<file path="config.mk">
export PLATFORM = sky130hd
export DESIGN_NAME = southBridge
export DESIGN_NICKNAME = d
export VERILOG_FILES = /design/src/busPkg.sv /design/src/southBridge.sv
export VERILOG_INCLUDE_DIRS = /design/src
export SDC_FILE = /design/constraint.sdc
export NUM_CORES = 1
export LEC_CHECK = 0
export BUFFER_PORTS_ARGS = -buffer_cell sky130_fd_sc_hd__buf_2
export CORE_AREA = 2 2 82 84
export DETAILED_ROUTE_END_ITERATION = 10
export DIE_AREA = 0 0 84 86
export GPL_TIMING_DRIVEN = 0
export PLACE_DENSITY = 0.65
export SLEW_MARGIN = 10
export SYNTH_ARGS = -nofsm -noshare
export SYNTH_HDL_FRONTEND = slang
export SYNTH_SLANG_ARGS = --single-unit
</file>
<file path="constraint.sdc">
create_clock -name vclk -period 1
set_input_delay 0.15 -clock vclk [all_inputs]
set_output_delay 0.15 -clock vclk [all_outputs]
set_load 0.01 [all_outputs]
</file>
<file path="src/microSystem_defines.svh">
`ifndef MICROSYSTEM_DEFINES_SVH
`define MICROSYSTEM_DEFINES_SVH

// Data memory, byte range 0x0000 to 0x0FFF
`define DM_WORDS 1024
`define DM_ADDR_BITS 10
`define DM_BYTES (`DM_WORDS * 4)

// Timer windows, three words each
`define TIMER0_BASE 32'h0000_7F00
`define TIMER1_BASE 32'h0000_7F10
`define TIMER_WINDOW_WORDS 2'd3

// Word offsets inside a timer window
`define TIMER_CTRL 2'd0
`define TIMER_PRESET 2'd1
`define TIMER_COUNT 2'd2

// Control register fields
`define CTRL_BITS 4
`define CTRL_ENABLE 0
`define CTRL_MODE_LO 1
`define CTRL_MODE_HI 2
`define CTRL_IM 3

// Hardware interrupt vector, CPU cause bits 7:2
`define HWINT_BITS 6
`define HWINT_TIMER0 0
`define HWINT_TIMER1 1
`define HWINT_EXT 2

`endif

</file>
<file path="src/busPkg.sv">
package busPkg;

    // Operation of one master request
    typedef enum logic {
        opRead  = 1'b0,
        opWrite = 1'b1
    } busOp;

    // North bridge sequence for one access
    typedef enum logic [1:0] {
        nbIdle    = 2'd0,
        nbAccess  = 2'd1,
        nbRespond = 2'd2
    } bridgeState;

    // Target of a decoded address
    typedef enum logic [1:0] {
        regionMem    = 2'd0,
        regionTimer0 = 2'd1,
        regionTimer1 = 2'd2,
        regionNone   = 2'd3
    } busRegion;

endpackage

</file>
<file path="src/southBridge.sv">
`include "microSystem_defines.svh"

module southBridge import busPkg::*; (
    input  busRegion                devRegion,
    input  logic [1:0]              devOffset,
    input  logic [31:0]             devWData,
    input  logic                    devWrite,
    output logic [31:0]             devRData,
    // Timer 0
    output logic [1:0]              timer0Offset,
    output logic [31:0]             timer0WData,
    output logic                    timer0Write,
    input  logic [31:0]             timer0RData,
    input  logic                    timer0Irq,
    // Timer 1
    output logic [1:0]              timer1Offset,
    output logic [31:0]             timer1WData,
    output logic                    timer1Write,
    input  logic [31:0]             timer1RData,
    input  logic                    timer1Irq,
    // Interrupts
    input  logic                    extInterrupt,
    output logic [`HWINT_BITS-1:0]  hwInt
);

    // Offset and data are shared, the write strobe selects the device
    assign timer0Offset = devOffset;
    assign timer0WData  = devWData;
    assign timer0Write  = devWrite && (devRegion == regionTimer0);
    assign timer1Offset = devOffset;
    assign timer1WData  = devWData;
    assign timer1Write  = devWrite && (devRegion == regionTimer1);

    always_comb begin
        case (devRegion)
            regionTimer0: devRData = timer0RData;
            regionTimer1: devRData = timer1RData;
            default:      devRData = '0;
        endcase
    end

    // Unused vector bits stay low
    always_comb begin
        hwInt                = '0;
        hwInt[`HWINT_TIMER0] = timer0Irq;
        hwInt[`HWINT_TIMER1] = timer1Irq;
        hwInt[`HWINT_EXT]    = extInterrupt;
    end

endmodule

</file>
# [Word level (Yosys, flattened, before mapping)]
# Cells that the tools add are included.
[word_totals] regBits=0 in_bits=104 out_inout_bits=108 elab_cells=5
[op_classes] eq_ne=2 mux=1 n_reduce_logical=2
[ops] op="32-bit case mux with 2 select lines" count=1
[ops] op="2-bit by 1-bit equality test with 1-bit output, second input constant" count=1
[ops] op="2-bit equality test, second input constant" count=1
[ops] op="1-bit logical AND" count=2

# [Longest topological paths before layout]
[depth] ltp_word=2 mapped_depth=6 ltp_nobuf=4

# [Worst setup path after synthesis]
# Ideal clock, no wire load.
[synth_path] kind="in2out" from="in devRegion[0]" to="out devRData[0]" arrival_ps=900 t_required_ps=850 slack_ps=-50 path_stages=4 n_path_buf=1 cell_sequence="inv_1 ha_1 clkbuf_1 nor2_1"
[synth_between] elab_chain_cells=2
[synth_lines] item="start, declared" line_no="southBridge.sv:4" text="input busRegion devRegion,"
[synth_lines] item="2-bit equality test or 2-bit by 1-bit equality test with 1-bit output (tied branches)" line_no="southBridge.sv:35" text="case (devRegion)"
[synth_lines] item="32-bit case mux with 2 select lines (*)" line_no="southBridge.sv:35"
[synth_lines] item="end, declared" line_no="southBridge.sv:8" text="output logic [31:0] devRData,"
# Every way passes the cells marked *; elsewhere a longest branch is shown, timed or not.

# [Worst setup path in the final report]
[layout_path] from="in devRegion[0]" to="out devRData[18]"
# The elaborated chain is that of the path after synthesis.

==> metrics.txt <==
# placed instances 407; Hold Crit Class primary input to output port; Arrival @ worst endpoint 0.98 ns; Die Width 84 um; initial antenna violation count 0; final setup margin -0.129 ns; main area contributors after synthesis buf_4 (45%), a22oi_2 (30%), nor2_1 (9.7%); Max Fanout on Critical Path 10; layout cells sized above 1 98.5%; GPL Wtd Cong 0.678; Overflow after GRT 0; required time worst endpoint 0.85 ns; VDD IR max 0.000235 V; Avg Synthesized Cell Area 7.95 um^2; Worst Path Class, Setup primary input to output port; DR iter-0 viols 13; Antenna Nets Post-Route 0; Syn Inst Count 156; Final Power 1.16 mW; Startpoint Class primary input; GRT Util Overall 9.84%; Final setup viols 34; Area growth syn-to-layout 101%; Total Neg Setup Slack -3.63 ns; CP max stage delay 0.22 ns; Post-Route WL 4.19 mm; Synth area leader buf_4; met2 WL 2.32 mm; Slowest cell on crit path ha_4; Max Clk Rate 886 MHz; wire length of the first global-routing pass 6.16 mm; cell breakdown of the critical path buf_8, inv_4, ha_4, buf_12, a22oi_2, nor2_2, buf_2; Final Cycle Share 113%; num ports 212; pin count of the biggest net entering global routing 11; register area 0 um^2; Via-to-Cell Ratio 3.84; CLK BUF 0; antenna diode count 0; post-layout util 39.6%; unrepaired setup endpoints after global routing true; Cell variety after synth 14; # port buffers 172; routed length per instance 10.2 um; Netlist Area Pre-Place 1240 um^2; status complete, but fails checks; final hold violations 0; most common cell after layout, fill and taps aside buf_2; met1 wire length 1.42 mm; leakage 1.38 nW; drt drc 0; yosys warns 0; Core ar. 6280 um^2; die area 7220 um^2; TritonRoute pass-1 iters 4; Final nets 442; fill count 627; dpl hpwl 3.63 mm; Seq cells 0; commonest non-fill, non-tap cells in the layout buf_2 (168), buf_4 (75), a22oi_2 (32), nor2_2 (30); die height 86 um; number of global-route vias before repair 1389; Critical Path End Type output port; top layer in use met3; Initial Util 19.8%; Cell Count, Final, Fillers Out 411; fin crit period 1.13 ns; Place WS -0.278 ns; Final Slew Violations 0; Placement Rows 29; maximum capacitance violations 0; Pwr per Cell Area 466 nW/um^2; sequential-to-total area share from yosys stat 0%; failing checks negative setup slack; via count 1578; met3 WL 449 um; Yosys top cell area share 44.8%
[Yosys cell counts]
master and instances:
and2_1 1, buf_4 74, a22oi_1 2, buf_2 1
buf_6 5, and2_2 1, inv_1 2, buf_12 2
ha_1 2, clkbuf_1 2, buf_8 1, a22oi_2 30
nor2_1 32, conb_1 1
[final timing paths]
check / from / to / slack, ns / cells after the start
setup / recovery: devRegion[0] / devRData[18] / -0.13 / 7
hold / removal: devOffset[0] / timer1Offset[0] / 0.48 / 2
[per-layer routing]
layer / global-route usage (%) / vias to the layer above
met2: 20.9 / 110
met3: 0.962 / 0
li1: - / 800
met4: 0 / 0
met1: 11.0 / 668
met5: 0 / -
[where the power goes]
part	switching [mW]	internal (mW)
logic	0.495	0.665
clock network	0	0
registers	0	0
total	0.495	0.665
[cell families after synthesis]
| group | share of synthesized area, % |
|---|---|
| buf+inv | 55.4 |
| simple gates | 10.8 |
| compound gates | 31.5 |
| fa+ha+maj | 2.02 |
| other cells | 0.302 |
[per-stage QoR]
step,cell area (um^2),hold WS [ns]
CTS,2500,0.484
detailed placement,2320,0.484
floorplan,1360,0.392
global route,2490,0.486
finish,2490,0.483
global placement,2320,0.485
[area by class of cell]
cell class,count,area (um^2),share of cell area (%)
multi-input combinational,71,674,27.1
tap,77,96.3,3.87
timing repair buffer,178,990,39.8
buffer,83,714,28.7
inverter,2,12.5,0.503
[repair_timing]
action                                  4_1_cts  5_1_grt
gates resized for setup                      30        1
setup buffers                                 4        0
pin swaps                                    34        6
hold endpoints to repair                      0        0
gates cloned                                  2        0
hold buffers                                  0        0
endpoints found under the setup margin       34       34
[worst max-delay path, delay by kind of cell]
family	cells	cell delay [ns]
buffers and inverters	4	0.43
and+or+nand+nor	1	0.08
adders and majority gates	1	0.22
AOI/OAI and AO/OA	1	0.08
Note: power is estimated with default switching activity, not from simulation.
