<file path="src/microSystem_defines.svh">
`ifndef MICROSYSTEM_DEFINES_SVH
`define MICROSYSTEM_DEFINES_SVH

// Data memory, byte range 0x0000 to 0x0FFF
`define DM_WORDS 1024
`define DM_ADDR_BITS 10
`define DM_BYTES (`DM_WORDS * 4)

// Timer windows, three words each
`define TIMER0_BASE 32'h0000_7F00
`define TIMER1_BASE 32'h0000_7F10
`define TIMER_WINDOW_WORDS 2'd3

// Word offsets inside a timer window
`define TIMER_CTRL 2'd0
`define TIMER_PRESET 2'd1
`define TIMER_COUNT 2'd2

// Control register fields
`define CTRL_BITS 4
`define CTRL_ENABLE 0
`define CTRL_MODE_LO 1
`define CTRL_MODE_HI 2
`define CTRL_IM 3

// Hardware interrupt vector, CPU cause bits 7:2
`define HWINT_BITS 6
`define HWINT_TIMER0 0
`define HWINT_TIMER1 1
`define HWINT_EXT 2

`endif

</file>
<file path="src/busPkg.sv">
package busPkg;

    // Operation of one master request
    typedef enum logic {
        opRead  = 1'b0,
        opWrite = 1'b1
    } busOp;

    // North bridge sequence for one access
    typedef enum logic [1:0] {
        nbIdle    = 2'd0,
        nbAccess  = 2'd1,
        nbRespond = 2'd2
    } bridgeState;

    // Target of a decoded address
    typedef enum logic [1:0] {
        regionMem    = 2'd0,
        regionTimer0 = 2'd1,
        regionTimer1 = 2'd2,
        regionNone   = 2'd3
    } busRegion;

endpackage

</file>
<file path="src/northBridge.sv">
`include "microSystem_defines.svh"

module northBridge import busPkg::*; (
    input  logic        clk,
    input  logic        reset,
    // Master port 0
    input  logic        reqValid0,
    output logic        reqReady0,
    input  busOp        reqOp0,
    input  logic [31:0] reqAddr0,
    input  logic [31:0] reqWData0,
    input  logic [3:0]  reqByteEn0,
    output logic        respValid0,
    input  logic        respReady0,
    output logic [31:0] respRData0,
    output logic        respError0,
    // Master port 1
    input  logic        reqValid1,
    output logic        reqReady1,
    input  busOp        reqOp1,
    input  logic [31:0] reqAddr1,
    input  logic [31:0] reqWData1,
    input  logic [3:0]  reqByteEn1,
    output logic        respValid1,
    input  logic        respReady1,
    output logic [31:0] respRData1,
    output logic        respError1,
    // Data memory
    output logic [29:0] memAddr,
    output logic [31:0] memWData,
    output logic [3:0]  memByteEn,
    output logic        memWrite,
    input  logic [31:0] memRData,
    // South bridge
    output busRegion    devRegion,
    output logic [1:0]  devOffset,
    output logic [31:0] devWData,
    output logic        devWrite,
    input  logic [31:0] devRData
);

    bridgeState  state;
    logic        lastGrant;
    logic        curPort;
    busOp        curOp;
    busRegion    curRegion;
    logic [31:0] curAddr;
    logic [31:0] curWData;
    logic [3:0]  curByteEn;
    logic        respFirst;
    logic [31:0] respHeld;
    logic [31:0] respLive;
    logic [31:0] respData;
    logic        isIdle;
    logic        bothValid;
    logic        grant0;
    logic        grant1;
    logic [31:0] pickAddr;
    logic        respHandshake;

    function automatic busRegion decodeRegion(input logic [31:0] addr);
        busRegion region;
        region = regionNone;
        if (addr < `DM_BYTES) begin
            region = regionMem;
        end else if (addr[3:2] < `TIMER_WINDOW_WORDS) begin
            if ({addr[31:4], 4'h0} == `TIMER0_BASE) begin
                region = regionTimer0;
            end else if ({addr[31:4], 4'h0} == `TIMER1_BASE) begin
                region = regionTimer1;
            end
        end
        return region;
    endfunction

    // Round robin, the port granted last yields when both compete
    assign isIdle    = (state == nbIdle);
    assign bothValid = reqValid0 && reqValid1;
    assign reqReady0 = isIdle && !(bothValid && !lastGrant);
    assign reqReady1 = isIdle && !(bothValid && lastGrant);
    assign grant0    = reqValid0 && reqReady0;
    assign grant1    = reqValid1 && reqReady1;
    assign pickAddr  = grant1 ? reqAddr1 : reqAddr0;

    always_ff @(posedge clk) begin
        if (reset) begin
            state     <= nbIdle;
            lastGrant <= 1'b1;
            curPort   <= 1'b0;
            curOp     <= opRead;
            curRegion <= regionNone;
            respFirst <= 1'b0;
        end else begin
            case (state)
                nbIdle: begin
                    if (grant0 || grant1) begin
                        state     <= nbAccess;
                        lastGrant <= grant1;
                        curPort   <= grant1;
                        curOp     <= grant1 ? reqOp1 : reqOp0;
                        curRegion <= decodeRegion(pickAddr);
                    end
                end
                nbAccess: begin
                    state     <= nbRespond;
                    respFirst <= 1'b1;
                end
                nbRespond: begin
                    respFirst <= 1'b0;
                    if (respHandshake) begin
                        state <= nbIdle;
                    end
                end
                default: state <= nbIdle;
            endcase
        end
    end

    always_ff @(posedge clk) begin
        if (grant0 || grant1) begin
            curAddr   <= pickAddr;
            curWData  <= grant1 ? reqWData1 : reqWData0;
            curByteEn <= grant1 ? reqByteEn1 : reqByteEn0;
        end
        // Device read data keeps moving, so freeze it after the first cycle
        if (respFirst) begin
            respHeld <= respLive;
        end
    end

    always_comb begin
        if (curOp == opWrite || curRegion == regionNone) begin
            respLive = '0;
        end else if (curRegion == regionMem) begin
            respLive = memRData;
        end else begin
            respLive = devRData;
        end
    end

    assign respData      = respFirst ? respLive : respHeld;
    assign respHandshake = curPort ? respReady1 : respReady0;
    assign respValid0    = (state == nbRespond) && !curPort;
    assign respValid1    = (state == nbRespond) && curPort;
    assign respRData0    = respValid0 ? respData : '0;
    assign respRData1    = respValid1 ? respData : '0;
    assign respError0    = respValid0 && (curRegion == regionNone);
    assign respError1    = respValid1 && (curRegion == regionNone);

    // Access strobes live for the single nbAccess cycle
    assign memAddr   = curAddr[31:2];
    assign memWData  = curWData;
    assign memByteEn = curByteEn;
    assign memWrite  = (state == nbAccess) && (curOp == opWrite) && (curRegion == regionMem);
    assign devRegion = curRegion;
    assign devOffset = curAddr[3:2];
    assign devWData  = curWData;
    assign devWrite  = (state == nbAccess) && (curOp == opWrite)
                       && (curRegion inside {regionTimer0, regionTimer1});

    assert property (@(posedge clk) disable iff (reset) !(respValid0 && respValid1));
    assert property (@(posedge clk) disable iff (reset)
        (state != nbIdle) |-> !(reqReady0 || reqReady1));
    assert property (@(posedge clk) disable iff (reset) !(memWrite && devWrite));

endmodule

</file>
<file path="config.mk">
export PLATFORM = sky130hd
export DESIGN_NAME = northBridge
export DESIGN_NICKNAME = d
export VERILOG_FILES = /design/src/busPkg.sv /design/src/northBridge.sv
export VERILOG_INCLUDE_DIRS = /design/src
export SDC_FILE = /design/constraint.sdc
export NUM_CORES = 1
export LEC_CHECK = 0
export BUFFER_PORTS_ARGS = -buffer_cell sky130_fd_sc_hd__buf_2
export CAP_MARGIN = 10
export CORE_AREA = 2 2 146 148
export CTS_BUF_LIST = sky130_fd_sc_hd__clkbuf_8
export CTS_CLUSTER_SIZE = 30
export DETAILED_ROUTE_END_ITERATION = 6
export DIE_AREA = 0 0 148 150
export PLACE_DENSITY = 0.55
export SLEW_MARGIN = 20
export SYNTH_ARGS = -nofsm -noshare
export SYNTH_HDL_FRONTEND = slang
export SYNTH_SLANG_ARGS = --single-unit
</file>
<file path="constraint.sdc">
create_clock -name clk -period 3.2 [get_ports clk]
set_clock_uncertainty 0.05 [all_clocks]
set_input_delay 0.32 -clock clk [delete_from_list [all_inputs] [get_ports clk]]
set_output_delay 0.32 -clock clk [all_outputs]
set_load 0.02 [all_outputs]
</file>
# After elaboration in Yosys (flattened, before gate mapping)
# Index checks and enable logic that the tools add are counted.
# W data, S select, Z words.
# totals
word_cells,65
output_inout_bits,174
regBits,108
# classes
reduce_logical,26
n_mux,18
eq_ne,9
n_lt_le_gt_ge,2
# op_table
cell,n
$mux W32,7
$eq A28 B11 Y1 const B,2
$lt A32 B13 Y1 const B,1
$logic_and A1 B1 Y1,14
$mux W2,5
$eq A2 B2 Y1 const B,3
$pmux W2 S3,1
$eq A2 B1 Y1 const B,2
$logic_not A1 Y1,4
$logic_not A2 Y1,2
$mux W4,1
$reduce_and A2 Y1,2
$reduce_bool A2 Y1,2
$mux W1,3
$logic_or A1 B1 Y1,2
$lt A2 B2 Y1 const B,1
$ne A2 B1 Y1 const B,1
$ne A2 B2 Y1 const B,1
$pmux W1 S2,1

# Longest topological paths before layout
# depth
depth_word,11
ltp_mapped,9
mapped_depth_nobuf,7

# Worst setup path before layout
# OpenSTA, ideal clock, no wires.
# synth_path
kind,register -> register
from,reg state[0]
to,reg curAddr[10] (enable)
period_less_slack_ns,2.653
setup_slack_ns,0.547
setup_time_ns,0.423
arrival_ns,2.180
path_stages_with_launch,6
path_buffers,1
cell_sequence,dfxtp_1 -> inv_1 -> ha_1 -> buf_2 -> o21ai_0 -> inv_1
# synth_via
elab_chain_cells,4
# synth_lines
element,line_no,rtl
from (decl),northBridge.sv:42,bridgeState state;
from (signal assigned),northBridge.sv:87,state <= nbIdle;
from (signal assigned),northBridge.sv:97,state <= nbAccess;
from (signal assigned),northBridge.sv:105,state <= nbRespond;
$logic_not A2 Y1 (*),northBridge.sv:77,assign isIdle = (state == nbIdle);
$logic_and A1 B1 Y1 (on tied branches),"northBridge.sv:79, northBridge.sv:80",
$logic_and A1 B1 Y1 (on tied branches),"northBridge.sv:81, northBridge.sv:82",
$logic_or A1 B1 Y1 (*),northBridge.sv:120,if (grant0 || grant1) begin
to (signal assigned),northBridge.sv:121,curAddr <= pickAddr;
to (decl),northBridge.sv:47,logic [31:0] curAddr;
# Mark *: on every way between the ends. The rest lies on a longest branch, timed or not.
# A chain may end at the register's enable or synchronous reset.

# Worst setup path in the final report
# layout_path
from,reg curRegion[0] (netlist: devRegion[0])
to,out respRData1[5]
# layout_via
elab_chain_cells,5
# layout_lines
element,line_no,rtl
from (decl),northBridge.sv:46,busRegion curRegion;
from (signal assigned),northBridge.sv:91,curRegion <= regionNone;
from (signal assigned),northBridge.sv:101,curRegion <= decodeRegion(pickAddr);
$logic_not A2 Y1 or $eq A2 B2 Y1 (tied branches),"northBridge.sv:134, northBridge.sv:132",
$mux W32 or $logic_or A1 B1 Y1 (tied branches),"northBridge.sv:134, northBridge.sv:132",
$mux W32 (*),northBridge.sv:132,if (curOp == opWrite || curRegion == regionNone) begin
$mux W32 (*),-,
$mux W32 (*),northBridge.sv:146,assign respRData1 = respValid1 ? respData : '0;
to (decl),northBridge.sv:26,"output logic [31:0] respRData1,"
# Marked as above.

==> run_results.csv <==
group,metric,value,unit
setup_path,end_kind,"output pin",
clock_network,insertion_delay,370,ps
global_route,antenna_found_initial,5,
sta,period_share,0.842,
clock_network,clk_path_buf_depth,2,
power_and_ir_drop,seqPwrFrac,0.458,
clock_network,cts_buffers,9,
synthesis,synthArstFlopShare,0,
floorplanning,start_util,0.261,
synthesis,syn-num-nets,850,
power_and_ir_drop,switchingPower,1.40,mW
cells_and_area,synthToLayoutAreaGrowth,39.9,%
run_status,status,"complete, no violations",
synthesis,post-synth-top-area-cell,"edfxtp_1",
hold_path,min_path_type,"input pin to register",
detailed_routing,wl,18300,um
synthesis,yosys_warnings,0,
sta,rsz0062_at_grt,"no",
synthesis,syn_area,5400,um2
global_route,grt_max_degree,54,
clock_network,cts_resized,0,
clock_network,path_clk_slew,130,ps
synthesis,yosysUniqueCellTypes,37,
sta,tightest_slew,601,ps
placed_design,port_buffers,377,
clock_network,cts_root_buf,"clkbuf_8",
detailed_routing,via_per_inst,4.26,
clock_network,htreeDepth,3,
global_route,grt_first_pass_wirelength,26500,um
sta,setup_viol,0,
floorplanning,core_area,20700,um2
detailed_routing,vias,5321,
power_and_ir_drop,p_leak,3.99,nW
synthesis,yosysSeqAreaShare,0.515,
detailed_routing,wl_per_cell,14.7,um
global_route,grt_pass1_vias,4877,
global_route,globalRouteTotalUtil,0.157,
floorplanning,dieHeight,150,um
setup_path,worstReg2RegStart,"state[1]$_SDFFE_PP0P_",
setup_path,critPathLaunchType,"register",
setup_path,cp_data_arrival_time,2330,ps
setup_path,worstPathMaxFanout,33,
floorplanning,die-area,22200,um2
power_and_ir_drop,ir_drop,202,uV
sta,fmax,0.371,GHz
synthesis,synth_area_leaders,"edfxtp_1 (37%), dfxtp_1 (15%), nand2_1 (13%), nor2_1 (7.4%), mux2i_1 (6.5%)",
floorplanning,ios,382,
sta,max_slew_margin,0.599,
floorplanning,die_width,148,um
run,drv_cap,0,
cells_and_area,layout_commonest_cell,"buf_2",
synthesis,synth_cells,636,
placed_design,place.detailed.hpwl,14400,um
cells_and_area,fillers,2216,
cells_and_area,multi_input_area,2080,um2
sta,hold_ws,127,ps
detailed_routing,dr.pass1.iters,4,
power_and_ir_drop,p_int,2.45,mW
setup_path,required,2830,ps
sta,slew_violations,0,
power_and_ir_drop,power-per-cell-area,509,nW/um2
setup_path,path_class,"register to output pin",
hold_path,min_from,"reqWData1[3]",
clock_network,cts_hold_buf,0,
detailed_routing,drtAntennaViolNets,0,
cells_and_area,final_cell_mix,"buf_2 (377), nand2_1 (190), nor2_1 (106), edfxtp_1 (66), inv_1 (42)",
synthesis,syn_avg_cell_area,8.50,um2
detailed_routing,first_iter_violations,211,
floorplanning,fp-row-count,53,
detailed_routing,drcViolationCount,0,
synthesis,synth_top_area_frac,0.367,
sta,period_minus_slack,2700,ps
setup_path,startpoint,"devRegion[0]$_SDFFE_PP1P_",
synthesis,synth_edf_count,66,
clock_network,cts_setup_buffers,0,
power_and_ir_drop,p_sw_frac,0.363,
synthesis,ys_seq_elements,106,
synthesis,ys_dominant_reg_cell,"edfxtp_1",
cells_and_area,seq_area,2780,um2
power_and_ir_drop,clkPwrFrac,0.241,
clock_network,cts_tree,"done",
placed_design,gp_congestion,0.846,
cells_and_area,layout-drive-gt1-share,0.428,
cells_and_area,nets,1179,
sta,hold_violations,0,
power_and_ir_drop,combPwrFrac,0.301,
sta,fin_tns_setup,0,ps
global_route,gr-total-overflow,0,
clock_network,cts_sinks,106,
[worst max-delay path, stage by stage (launching register included)]
cell and delay [ps]:
dfxtp_1 360, inv_1 70, ha_2 150, buf_4 460, mux2i_1 310, nor2_1 60, a21oi_1 250, nor2_1 80
buf_2 170
[kinds of logic after synthesis]
family                     count (synthesis)  share of synthesized area
muxes                                     38                     0.0711
and+or+nand+nor                          321                      0.242
DFF                                      106                      0.515
AOI/OAI and AO/OA                         53                     0.0560
adders and majority gates                  6                     0.0139
buffers and inverters                    112                      0.102
[per-layer routing]
metal	GRT usage	part of all wire	wire [um]	vias up
li1	-	-	-	2686
met1	0.175	0.39	7110	2401
met2	0.288	0.52	9490	207
met3	0.0473	0.076	1390	25
met4	0.0433	0.018	327	2
met5	0	0.00071	13	-
[cells in the mapped netlist (3+ instances only)]
cell,instances
nand2_1,190
nor2_1,107
edfxtp_1,66
inv_1,43
dfxtp_1,40
a21oi_1,37
mux2i_1,35
buf_4,34
clkbuf_1,22
buf_1,9
ha_1,6
nand4_1,5
o21ai_0,5
buf_2,3
mux2_2,3
nor4_1,3
[registers in the layout (all words and copies together), names as in the netlist]
register   flops
curAddr       30
curOp          1
curPort        1
devRegion      2
devWData      32
lastGrant      1
memByteEn      4
respFirst      1
respHeld      32
state          2
[power by group through the flow]
| stage | Clock, mW | Sequential, mW | Combinational, mW |
|---|---|---|---|
| 2_1_floorplan | 0 | 2.01 | 0.565 |
| 3_3_place_gp | 0 | 1.79 | 1.18 |
| 3_5_place_dp | 0 | 1.80 | 1.18 |
| 4_1_cts | 0.974 | 1.77 | 1.18 |
| 5_1_grt | 1.02 | 1.78 | 1.27 |
| 6_report | 0.927 | 1.76 | 1.16 |
[worst paths after layout]
path | end | slack [ps] | cells past startpoint
worst min register to register | respHeld[23]$_DFF_P_ | 430 | 2
worst max-delay path | respRData1[5] | 500 | 8
worst min-delay path | devWData[3]$_DFFE_PP_ | 130 | 3
worst max register to register | curOp$_SDFFE_PP0P_ | 810 | 8
[stage by stage]
| step | utilization | cells | cell area [um2] | setup WS (ps) | power [mW] |
|---|---|---|---|---|---|
| after floorplan | - | 636 | 5400 | 547 | 2.58 |
| after global placement | 0.355 | 1229 | 7340 | 863 | 2.97 |
| after detailed placement | 0.355 | 1229 | 7340 | 825 | 2.98 |
| after CTS | 0.365 | 1245 | 7550 | 436 | 3.92 |
| after global routing | 0.365 | 1248 | 7560 | 271 | 4.07 |
| final | 0.365 | 1249 | 7560 | 505 | 3.85 |
[final cells by class]
type	count	area share
diodes	4	0.00132
clock buffers	9	0.0164
clock inverters	7	0.0116
inverters	44	0.0218
multi-input cells	418	0.275
flip-flops and latches	106	0.368
well taps	275	0.0455
repair buffers	386	0.260
Note: power is estimated with default switching activity, not from simulation.
