[src/microSystem_defines.svh]
`ifndef MICROSYSTEM_DEFINES_SVH
`define MICROSYSTEM_DEFINES_SVH

// Data memory, byte range 0x0000 to 0x0FFF
`define DM_WORDS 1024
`define DM_ADDR_BITS 10
`define DM_BYTES (`DM_WORDS * 4)

// Timer windows, three words each
`define TIMER0_BASE 32'h0000_7F00
`define TIMER1_BASE 32'h0000_7F10
`define TIMER_WINDOW_WORDS 2'd3

// Word offsets inside a timer window
`define TIMER_CTRL 2'd0
`define TIMER_PRESET 2'd1
`define TIMER_COUNT 2'd2

// Control register fields
`define CTRL_BITS 4
`define CTRL_ENABLE 0
`define CTRL_MODE_LO 1
`define CTRL_MODE_HI 2
`define CTRL_IM 3

// Hardware interrupt vector, CPU cause bits 7:2
`define HWINT_BITS 6
`define HWINT_TIMER0 0
`define HWINT_TIMER1 1
`define HWINT_EXT 2

`endif

[src/timerPkg.sv]
package timerPkg;

    // Mode field, control bits 2:1
    typedef enum logic [1:0] {
        modeOneShot = 2'b00,
        modeReload  = 2'b01
    } timerMode;

    typedef enum logic [1:0] {
        tIdle      = 2'd0,
        tLoad      = 2'd1,
        tCount     = 2'd2,
        tInterrupt = 2'd3
    } timerState;

endpackage

[src/timer.sv]
`include "microSystem_defines.svh"

module timer import timerPkg::*; (
    input  logic        clk,
    input  logic        reset,
    input  logic [1:0]  regOffset,
    input  logic [31:0] wData,
    input  logic        write,
    output logic [31:0] rData,
    output logic        irq
);

    timerState              state;
    timerMode               mode;
    logic [`CTRL_BITS-1:0]  ctrl;
    logic [31:0]            preset;
    logic [31:0]            count;
    logic                   irqHold;
    logic                   enable;
    logic                   intMask;
    logic                   ctrlWrite;
    logic                   presetWrite;

    assign mode        = timerMode'(ctrl[`CTRL_MODE_HI:`CTRL_MODE_LO]);
    assign enable      = ctrl[`CTRL_ENABLE];
    assign intMask     = ctrl[`CTRL_IM];
    assign ctrlWrite   = write && (regOffset == `TIMER_CTRL);
    assign presetWrite = write && (regOffset == `TIMER_PRESET);

    always_ff @(posedge clk) begin
        if (reset) begin
            state   <= tIdle;
            ctrl    <= '0;
            preset  <= '0;
            count   <= '0;
            irqHold <= 1'b0;
        end else begin
            case (state)
                tLoad: begin
                    count <= preset;
                    state <= tCount;
                end
                tCount: begin
                    // Paused while enable is clear
                    if (enable) begin
                        if (count <= 32'd1) begin
                            count <= '0;
                            state <= tInterrupt;
                        end else begin
                            count <= count - 32'd1;
                        end
                    end
                end
                tInterrupt: begin
                    if (mode == modeReload) begin
                        count <= preset;
                        state <= tCount;
                    end else begin
                        ctrl[`CTRL_ENABLE] <= 1'b0;
                        irqHold            <= 1'b1;
                        state              <= tIdle;
                    end
                end
                default: state <= tIdle;
            endcase
            // Bus writes win over the FSM; count offset is read only
            if (ctrlWrite) begin
                ctrl    <= wData[`CTRL_BITS-1:0];
                irqHold <= 1'b0;
            end
            if (presetWrite) begin
                preset <= wData;
                state  <= tLoad;
            end
        end
    end

    always_ff @(posedge clk) begin
        if (reset) begin
            rData <= '0;
        end else begin
            case (regOffset)
                `TIMER_CTRL:   rData <= {{(32-`CTRL_BITS){1'b0}}, ctrl};
                `TIMER_PRESET: rData <= preset;
                `TIMER_COUNT:  rData <= count;
                default:       rData <= '0;
            endcase
        end
    end

    // One pulse in reload mode, held until a ctrl write in one-shot mode
    assign irq = intMask && (irqHold || state == tInterrupt);

    assert property (@(posedge clk) disable iff (reset) (state != tLoad) |-> (count <= preset));

endmodule

[config.mk]
export PLATFORM = sky130hd
export DESIGN_NAME = timer
export DESIGN_NICKNAME = d
export VERILOG_FILES = /design/src/timerPkg.sv /design/src/timer.sv
export VERILOG_INCLUDE_DIRS = /design/src
export SDC_FILE = /design/constraint.sdc
export NUM_CORES = 1
export LEC_CHECK = 0
export ABC_AREA = 1
export BUFFER_PORTS_ARGS = -buffer_cell sky130_fd_sc_hd__buf_2
export CORE_MARGIN = 4
export CORE_UTILIZATION = 55
export CTS_BUF_LIST = sky130_fd_sc_hd__clkbuf_4
export CTS_CLUSTER_DIAMETER = 40
export DETAILED_ROUTE_END_ITERATION = 6
export PLACE_DENSITY = 0.77
export RECOVER_POWER = 50
export SETUP_SLACK_MARGIN = 0.05
export SYNTH_ARGS = -nofsm -noshare
export SYNTH_HDL_FRONTEND = slang
export SYNTH_SLANG_ARGS = --single-unit
[constraint.sdc]
create_clock -name clk -period 2 [get_ports clk]
set_input_delay 0.1 -clock clk [delete_from_list [all_inputs] [get_ports clk]]
set_output_delay 0.1 -clock clk [all_outputs]
set_load 0.01 [all_outputs]
# Word-level counts from Yosys, hierarchy flattened
# Cells that the tools add are included.
# word_totals
elab_cells	50
reg_bits	103
out_inout_bits	33
in_bits	37
# op_classes
n_lt_le_gt_ge	1
eq_ne	12
mux	13
bitwise_logic	1
addsub	1
n_reduce_logical	14
# op_table
cell	count
32-bit case mux with 3 select lines	2
32-bit 2-to-1 mux	3
32-bit by 1-bit <= comparator with 1-bit output, second input constant	1
32-bit by 1-bit subtractor with 32-bit output, second input constant	1
2-bit inequality test, second input constant	4
2-bit AND reduction	4
2-bit by 1-bit equality test with 1-bit output, second input constant	3
2-bit equality test, second input constant	3
2-bit 2-to-1 mux	3
3-bit inequality test, second input constant	2
2-bit case mux with 3 select lines	1
1-bit 2-to-1 mux	4
2-bit OR reduction	2
1-bit logical AND	3
3-bit AND reduction	1
3-bit nonzero test	1
2-bit logical NOT	1
2-bit nonzero test	1
1-bit logical OR	1
1-bit inverter	1

# Logic depth before layout (Yosys ltp)
# Gate-level depths: netlist (run 1).
# depth
depth_word	5
depth_mapped	10
depth_no_buf	10

# Worst setup path before layout (run 1)
# No wires, ideal clock.
# synth_timing
kind	flip-flop to flip-flop
start	register count[0]
end	register count[15]
n_path_buf	1
required_ns	1.878
arrival_ns	1.373
path_stages_with_launch	11
slack_ns	0.505
synth_period_minus_slack_ns	1.495
setup_time_ns	0.122
path_cell_list	dfxtp_1 inv_1 ha_1 nand2_4 nor2_4 nor2_4 nor2_4 nor2_8 buf_6 o21ai_2 a21oi_2
# synth_via
elab_chain_len	4
elab_cells_between_ends	5
classes_between	add/sub: 1; order compare: 1; mux: 3
# synth_lines
item	line	text
start: declaration	timer.sv:17	logic [31:0] count;
start signal: assignment	timer.sv:40	count <= preset;
start signal: assignment	timer.sv:50	count <= count - 32'd1;
start signal: assignment	timer.sv:56	count <= preset;
32-bit by 1-bit subtractor with 32-bit output / 32-bit by 1-bit <= comparator with 1-bit output (equally long branches)	timer.sv:50, timer.sv:46	
32-bit 2-to-1 mux (*)	timer.sv:46	if (count <= 32'd1) begin
32-bit 2-to-1 mux (*)	timer.sv:45	if (enable) begin
32-bit case mux with 3 select lines (*)	timer.sv:38	case (state)
# Every way passes the cells marked *; elsewhere a longest branch is shown, timed or not. The select of a mux whose other input is x is not followed.
# A chain may end at the register's enable or synchronous reset.

# Final worst setup path (run 1)
# layout_timing
start	register count[0]
end	register count[4]
# The elaborated chain is that of the path after synthesis.

==> flow_metrics.env, run 1 <==
export IMPL_fin_skew_ns=0.0188
export IMPL_crit_fanout=16
export IMPL_syn_inst=689
export IMPL_fmax_mhz=574
export IMPL_area_growth_pct=18.7
export IMPL_cts_sinks=103
export IMPL_cts_made_buffers=9
export IMPL_clk_pin_slew_ns=0.17
export IMPL_slew_violations=0
export IMPL_avgSynthCellArea_um2=7.13
export IMPL_final_cell_area_um2=5830
export IMPL_synth_fa_ha_area_frac=0.00510
export IMPL_layout_commonest_cell="nand2_1"
export IMPL_cts_root_buf="clkbuf_4"
export IMPL_vdd_drop_max_v=0.000387
export IMPL_cts_tree="yes"
export IMPL_reg2reg_from="count[0]"
export IMPL_worst_r2r_cell_count=10
export IMPL_grt_max_degree=64
export IMPL_synth_top_family_by_area="simple AND/OR/NAND/NOR gates"
export IMPL_crit_top_cell="nor2_4"
export IMPL_place_area_um2=5380
export IMPL_viasPerCell=5.45
export IMPL_synth_compound_area_frac=0.206
export IMPL_end_kind="flip-flop"
export IMPL_ys_seq_area_frac=0.420
export IMPL_initial_core_util=0.563
export IMPL_finalCritPeriodShare=0.871
export IMPL_grt_usage=0.270
export IMPL_syn_nets=728
export IMPL_drive_gt1_frac=0.147
export IMPL_setup_tns_ns=0
export IMPL_crit_slowest_cell="dfxtp_1"
export IMPL_period_needed_ns=1.74
export IMPL_hold_path_depth=4
export IMPL_r2r_slack_ns=0.26
export IMPL_worst_pin_slew_ns=0.582
export IMPL_status="completed"
export IMPL_gp_congestion=0.898
export IMPL_r2r_end="count[4]"
export IMPL_rows=34
export IMPL_grt_pass1_vias=4686
export IMPL_power_leakage_nw=2.44
export IMPL_synth_xor_area_frac=0.0250
export IMPL_clk_latency_ns=0.46
export IMPL_hold_end="ctrl[2]"
export IMPL_setup_violations=0
export IMPL_ios=70
export IMPL_hpwl_mm=9.25
export IMPL_arrival_ns=2.09
export IMPL_htree_levels=3
export IMPL_synth_area_mux_share=0
export IMPL_crit_type="flip-flop to flip-flop"
export IMPL_dr_pass1_iters=5
export IMPL_slowest_delay_ns=0.37
export IMPL_hold_viol=0
export IMPL_rsz0062_at_grt="no"
export IMPL_drc_errors=0
export IMPL_ys_ff_latch=103
export IMPL_n_antenna_cell=0
export IMPL_die_y_um=102
export IMPL_antenna_found_initial=0
export IMPL_max_cap_violations=0
export IMPL_avgRoutedWirePerCell_um=15.4
export IMPL_portBuffers=69
export IMPL_crit_path_cell_trace="inv_1 -> ha_1 -> nand2_4 -> nor2_4 -> nor2_4 -> nor2_4 -> nor2_8 -> buf_12 -> o21ai_0 -> a21oi_1"
export IMPL_cts_buffer_depth=2
export IMPL_hold_path_class="input port to flip-flop"
export IMPL_wirelength_mm=13.8
export IMPL_detail_route_antenna_nets=0
export IMPL_coreArea_um2=8720
export IMPL_required_ns=2.35
export IMPL_die_w_um=102
export IMPL_layout_common_cells="nand2_1, nor2_1, dfxtp_1"
export IMPL_powerDensity_nw_per_um2=759
export IMPL_vias=4885
export IMPL_synth_simple_area_share=0.276
export IMPL_synth_area_um2=4910
export IMPL_ys_types=33
export IMPL_nets=823
export IMPL_gr_total_overflow=0
export IMPL_die_area_um2=10500
export IMPL_relSlewSlack=0.612
export IMPL_cp_start_kind="flip-flop"
export IMPL_first_iter_violations=301
export IMPL_grt_pass1_wl_mm=22.3
export IMPL_synth_warning_count=0
export IMPL_hp_start="regOffset[0]"
registers in the layout, indices dropped and copies added, names as in the netlist:
register / count
count: 32
irqHold: 1
ctrl: 4
state: 2
rData: 32
preset: 32
critical path, delay by kind of cell (launching register included):
kind	cells	cell delay [ns]
AO/OA/AOI/OAI	2	0.18
adder cells (fa/ha/maj)	1	0.25
buffers and inverters	2	0.29
flip-flops	1	0.37
AND/OR/NAND/NOR	5	0.53
where the power goes:
part	internal [mW]	switching, mW
clock network	0.399	0.726
registers	2.15	0.0953
logic	0.377	0.681
total	2.92	1.50
how the worst max path moves through the flow:
stage | startpoint | endpoint | slack [ns]
after floorplan | count[0] | count[15] | 0.51
after global placement | state[0] | count[15] | -0.02
after detailed placement | state[0] | count[15] | -0.17
after CTS | count[0] | count[4] | 0.25
after global routing | state[0] | count[4] | 0.09
final | count[0] | count[4] | 0.26
synth_stat cells (all sizes together):
| cell type | number | share of area |
|---|---|---|
| nand3 | 27 | 0.042 |
| nand4 | 4 | 0.0051 |
| clkinv | 2 | 0.0015 |
| ha | 2 | 0.0051 |
| nor3 | 1 | 0.0010 |
| nand2 | 131 | 0.11 |
| a21oi | 100 | 0.11 |
| o21ai | 74 | 0.076 |
| inv | 43 | 0.033 |
| dfxtp | 103 | 0.42 |
| o22ai | 2 | 0.0025 |
| o31ai | 1 | 0.0015 |
| xnor2 | 8 | 0.014 |
| a21boi | 1 | 0.0015 |
| o221ai | 2 | 0.0036 |
| nor2 | 140 | 0.12 |
| buf | 17 | 0.021 |
| xor2 | 6 | 0.011 |
| clkbuf | 17 | 0.013 |
| o21bai | 8 | 0.012 |
layer usage:
metal | global-route usage | part of all wire | vias up
met2 | 0.482 | 0.50 | 155
met3 | 0.0379 | 0.058 | 19
met5 | 0 | 0 | -
li1 | - | - | 2429
met1 | 0.336 | 0.43 | 2282
met4 | 0.0838 | 0.017 | 0
what timing repair did:
action	in CTS	in global routing
hold buffers	33	0
hold endpoints to repair	36	0
resized for setup	0	1
endpoints found under the setup margin	32	1
setup buffers	1	0
cloned	1	0
metrics by stage:
| step | power (mW) | worst slack, ns | cells | hold slack (ns) | utilization |
|---|---|---|---|---|---|
| 2_1_floorplan | 2.99 | 0.505 | 689 | 0.235 | - |
| 3_3_place_gp | 3.26 | -0.0190 | 846 | 0.320 | 0.617 |
| 3_5_place_dp | 3.28 | -0.166 | 846 | 0.329 | 0.617 |
| 4_1_cts | 4.44 | 0.254 | 897 | 0.0787 | 0.673 |
| 5_1_grt | 4.66 | 0.0936 | 897 | 0.120 | 0.669 |
| 6_report | 4.43 | 0.257 | 897 | 0.0981 | 0.669 |
kinds of logic (layout without fill, tap and decap cells):
kind of cell	after synthesis	after routing
buf+inv	79	178
fa+ha+maj	2	2
flops	103	103
xor+xnor	14	14
simple gates	303	303
compound gates	188	189
final cells by class:
class | count | area [um2]
clock buffers | 9 | 67.6
clock inverters | 7 | 76.3
fillers | 793 | 2890
inverters | 45 | 169
multi-input cells | 508 | 2530
flip-flops and latches | 103 | 2060
well taps | 108 | 135
repair buffers | 117 | 791
Power figures use the tool's default switching activity.
==> run 2: changes to the inputs <==
--- a/config.mk
+++ b/config.mk
@@ -9,11 +9,11 @@
 export ABC_AREA = 1
 export BUFFER_PORTS_ARGS = -buffer_cell sky130_fd_sc_hd__buf_2
 export CORE_MARGIN = 4
-export CORE_UTILIZATION = 55
+export CORE_UTILIZATION = 59
 export CTS_BUF_LIST = sky130_fd_sc_hd__clkbuf_4
 export CTS_CLUSTER_DIAMETER = 40
 export DETAILED_ROUTE_END_ITERATION = 6
-export PLACE_DENSITY = 0.77
+export PLACE_DENSITY = 0.82
 export RECOVER_POWER = 50
 export SETUP_SLACK_MARGIN = 0.05
 export SYNTH_ARGS = -nofsm -noshare
==> constraint.sdc (replaced) <==
create_clock -name clk -period 1.67 [get_ports clk]
set_input_delay 0.0835 -clock clk [delete_from_list [all_inputs] [get_ports clk]]
set_output_delay 0.0835 -clock clk [all_outputs]
set_load 0.01 [all_outputs]
==> run 2 against run 1 <==
Sequential share of layout area fell by 3.5 points. Final cell count grew 5.2%. Clock skew is essentially flat. Non-clock buffer count grew 49. Design area is 11% higher. Global-route usage increased by 2.7 points. Fmax rose by 6.2%. Die area shrank 6.3%. Utilization up 13 points. Sequential power is 20% higher. Setup slack worse by 0.23 ns. Critical path type unchanged. Critical endpoint is now count[28]. Largest power group unchanged. Highest routed layer unchanged.
==> flow_metrics.env, run 2 (synthesis results as in run 1) <==
export IMPL_die_w_um=99.2
export IMPL_top_regs="count (32), preset (32), rData (32)"
export IMPL_crit_fanout=5
export IMPL_gr_total_overflow=0
export IMPL_cts_sinks=103
export IMPL_layout_common_cells="nand2_1, nor2_1, dfxtp_1"
export IMPL_grt_busiest_layer="met2"
export IMPL_portBuffers=69
export IMPL_required_ns=2.09
export IMPL_cp_start_kind="flip-flop"
export IMPL_clk_pin_slew_ns=0.17
export IMPL_met2_usage=0.515
export IMPL_crit_type="flip-flop to flip-flop"
export IMPL_hold_viol=0
export IMPL_slew_violations=0
export IMPL_cts_buffer_depth=2
export IMPL_n_antenna_cell=0
export IMPL_viasPerCell=5.60
export IMPL_die_y_um=99.2
export IMPL_arrival_ns=2.06
export IMPL_vias=5291
export IMPL_hold_path_class="input port to flip-flop"
export IMPL_worst_pin_slew_ns=0.795
export IMPL_die_area_um2=9850
export IMPL_finalCritPeriodShare=0.983
export IMPL_detail_route_antenna_nets=0
export IMPL_status="completed"
export IMPL_cts_root_buf="clkbuf_4"
export IMPL_initial_core_util=0.601
export IMPL_regArea_um2=2070
export IMPL_rsz0062_at_grt="yes"
export IMPL_r2r_slack_ns=0.03
export IMPL_cts_made_buffers=9
export IMPL_first_iter_violations=410
export IMPL_setup_violations=0
export IMPL_area_growth_pct=32.3
export IMPL_antenna_found_initial=0
export IMPL_coreArea_um2=8180
export IMPL_hpwl_mm=9.31
export IMPL_use_met3=0.0617
export IMPL_cts_tree="yes"
export IMPL_powerDensity_nw_per_um2=910
export IMPL_n_fill_cell=614
export IMPL_nets=873
export IMPL_dr_pass1_iters=5
export IMPL_fmax_mhz=609
export IMPL_vdd_drop_max_v=0.000638
export IMPL_avgRoutedWirePerCell_um=15.9
export IMPL_fin_skew_ns=0.0186
export IMPL_power_leakage_nw=2.84
export IMPL_met1_usage=0.365
export IMPL_grt_usage=0.297
export IMPL_drc_errors=0
export IMPL_wirelength_mm=15.0
export IMPL_ios=70
export IMPL_max_cap_violations=0
export IMPL_fin_util=0.795
export IMPL_hold_slack_ns=0.0586
export IMPL_period_needed_ns=1.64
export IMPL_p_total_mw=5.91
export IMPL_layout_commonest_cell="nand2_1"
export IMPL_drive_gt1_frac=0.277
export IMPL_grt_pass1_vias=5005
export IMPL_rows=33
export IMPL_htree_levels=3
export IMPL_setup_tns_ns=0
export IMPL_grt_pass1_wl_mm=23.7
export IMPL_end_kind="flip-flop"
export IMPL_clk_latency_ns=0.48
export IMPL_relSlewSlack=0.470
export IMPL_multi_input_comb_area_um2=2780
export IMPL_gp_congestion=0.965
export IMPL_grt_max_degree=38
==> run 2: cell count changes in the layout (fill, tap and decap cells not counted), sizes merged <==
cell,delta
bufinv,+1
dlygate4sd3,+1
buf,+66
inv,-1
nor2,+2
clkbuf,-18
a21oi,-1
==> run 2: area by class of cell <==
class                           instances  share of cell area
Sequential cell                       103               0.319
Tap cell                              105              0.0202
Clock inverter                          7              0.0158
Multi-Input combinational cell        509               0.428
Timing Repair Buffer                  166               0.181
Inverter                               45              0.0264
Clock buffer                            9              0.0104
==> run 2: worst max-delay path, cell delays in order (launching register included) <==
cell,delay (ns)
dfxtp_2,0.38
inv_4,0.09
ha_4,0.15
nand2_4,0.06
buf_4,0.17
inv_2,0.09
nand2_1,0.13
o21bai_1,0.22
nand3_2,0.13
a21oi_1,0.15
==> run 2: where the power goes <==
part | total (mW) | internal (mW) | switching, mW
Combinational | 1.69 | 0.670 | 1.02
Clock | 1.54 | 0.629 | 0.913
Sequential | 2.68 | 2.57 | 0.102
==> run 2: per-stage QoR <==
stage                     setup WS (ns)  std cells  instance area [um2]
after CTS                        0.0476        931                 6190
after global placement          -0.0204        871                 5550
after floorplan                   0.175        689                 4910
final                            0.0283        944                 6500
after detailed placement         -0.145        871                 5550
after global routing            -0.0239        944                 6500
==> run 2: layer usage <==
metal	part of all wire	up-vias	routed length [um]
li1	-	2541	-
met2	0.50	258	7540
met5	0	-	0
met3	0.079	37	1190
met4	0.025	0	382
met1	0.39	2455	5920
==> run 2: worst paths after layout <==
| kind | from | cells past startpoint | end |
|---|---|---|---|
| worst min-delay path | write | 4 | ctrl[3] |
| worst max register to register | count[1] | 9 | count[28] |
| worst max-delay path | count[1] | 9 | count[28] |
| worst min register to register | preset[3] | 2 | preset[3] |
==> run 2: timing repair <==
item / 4_1_cts / 5_1_grt
gates cloned: 2 / 0
pin swaps: 6 / 17
resized for setup: 11 / 86
setup endpoints to repair: 32 / 33
setup buffers: 8 / 13
hold buffers: 34 / 0
hold endpoints to repair: 36 / 0
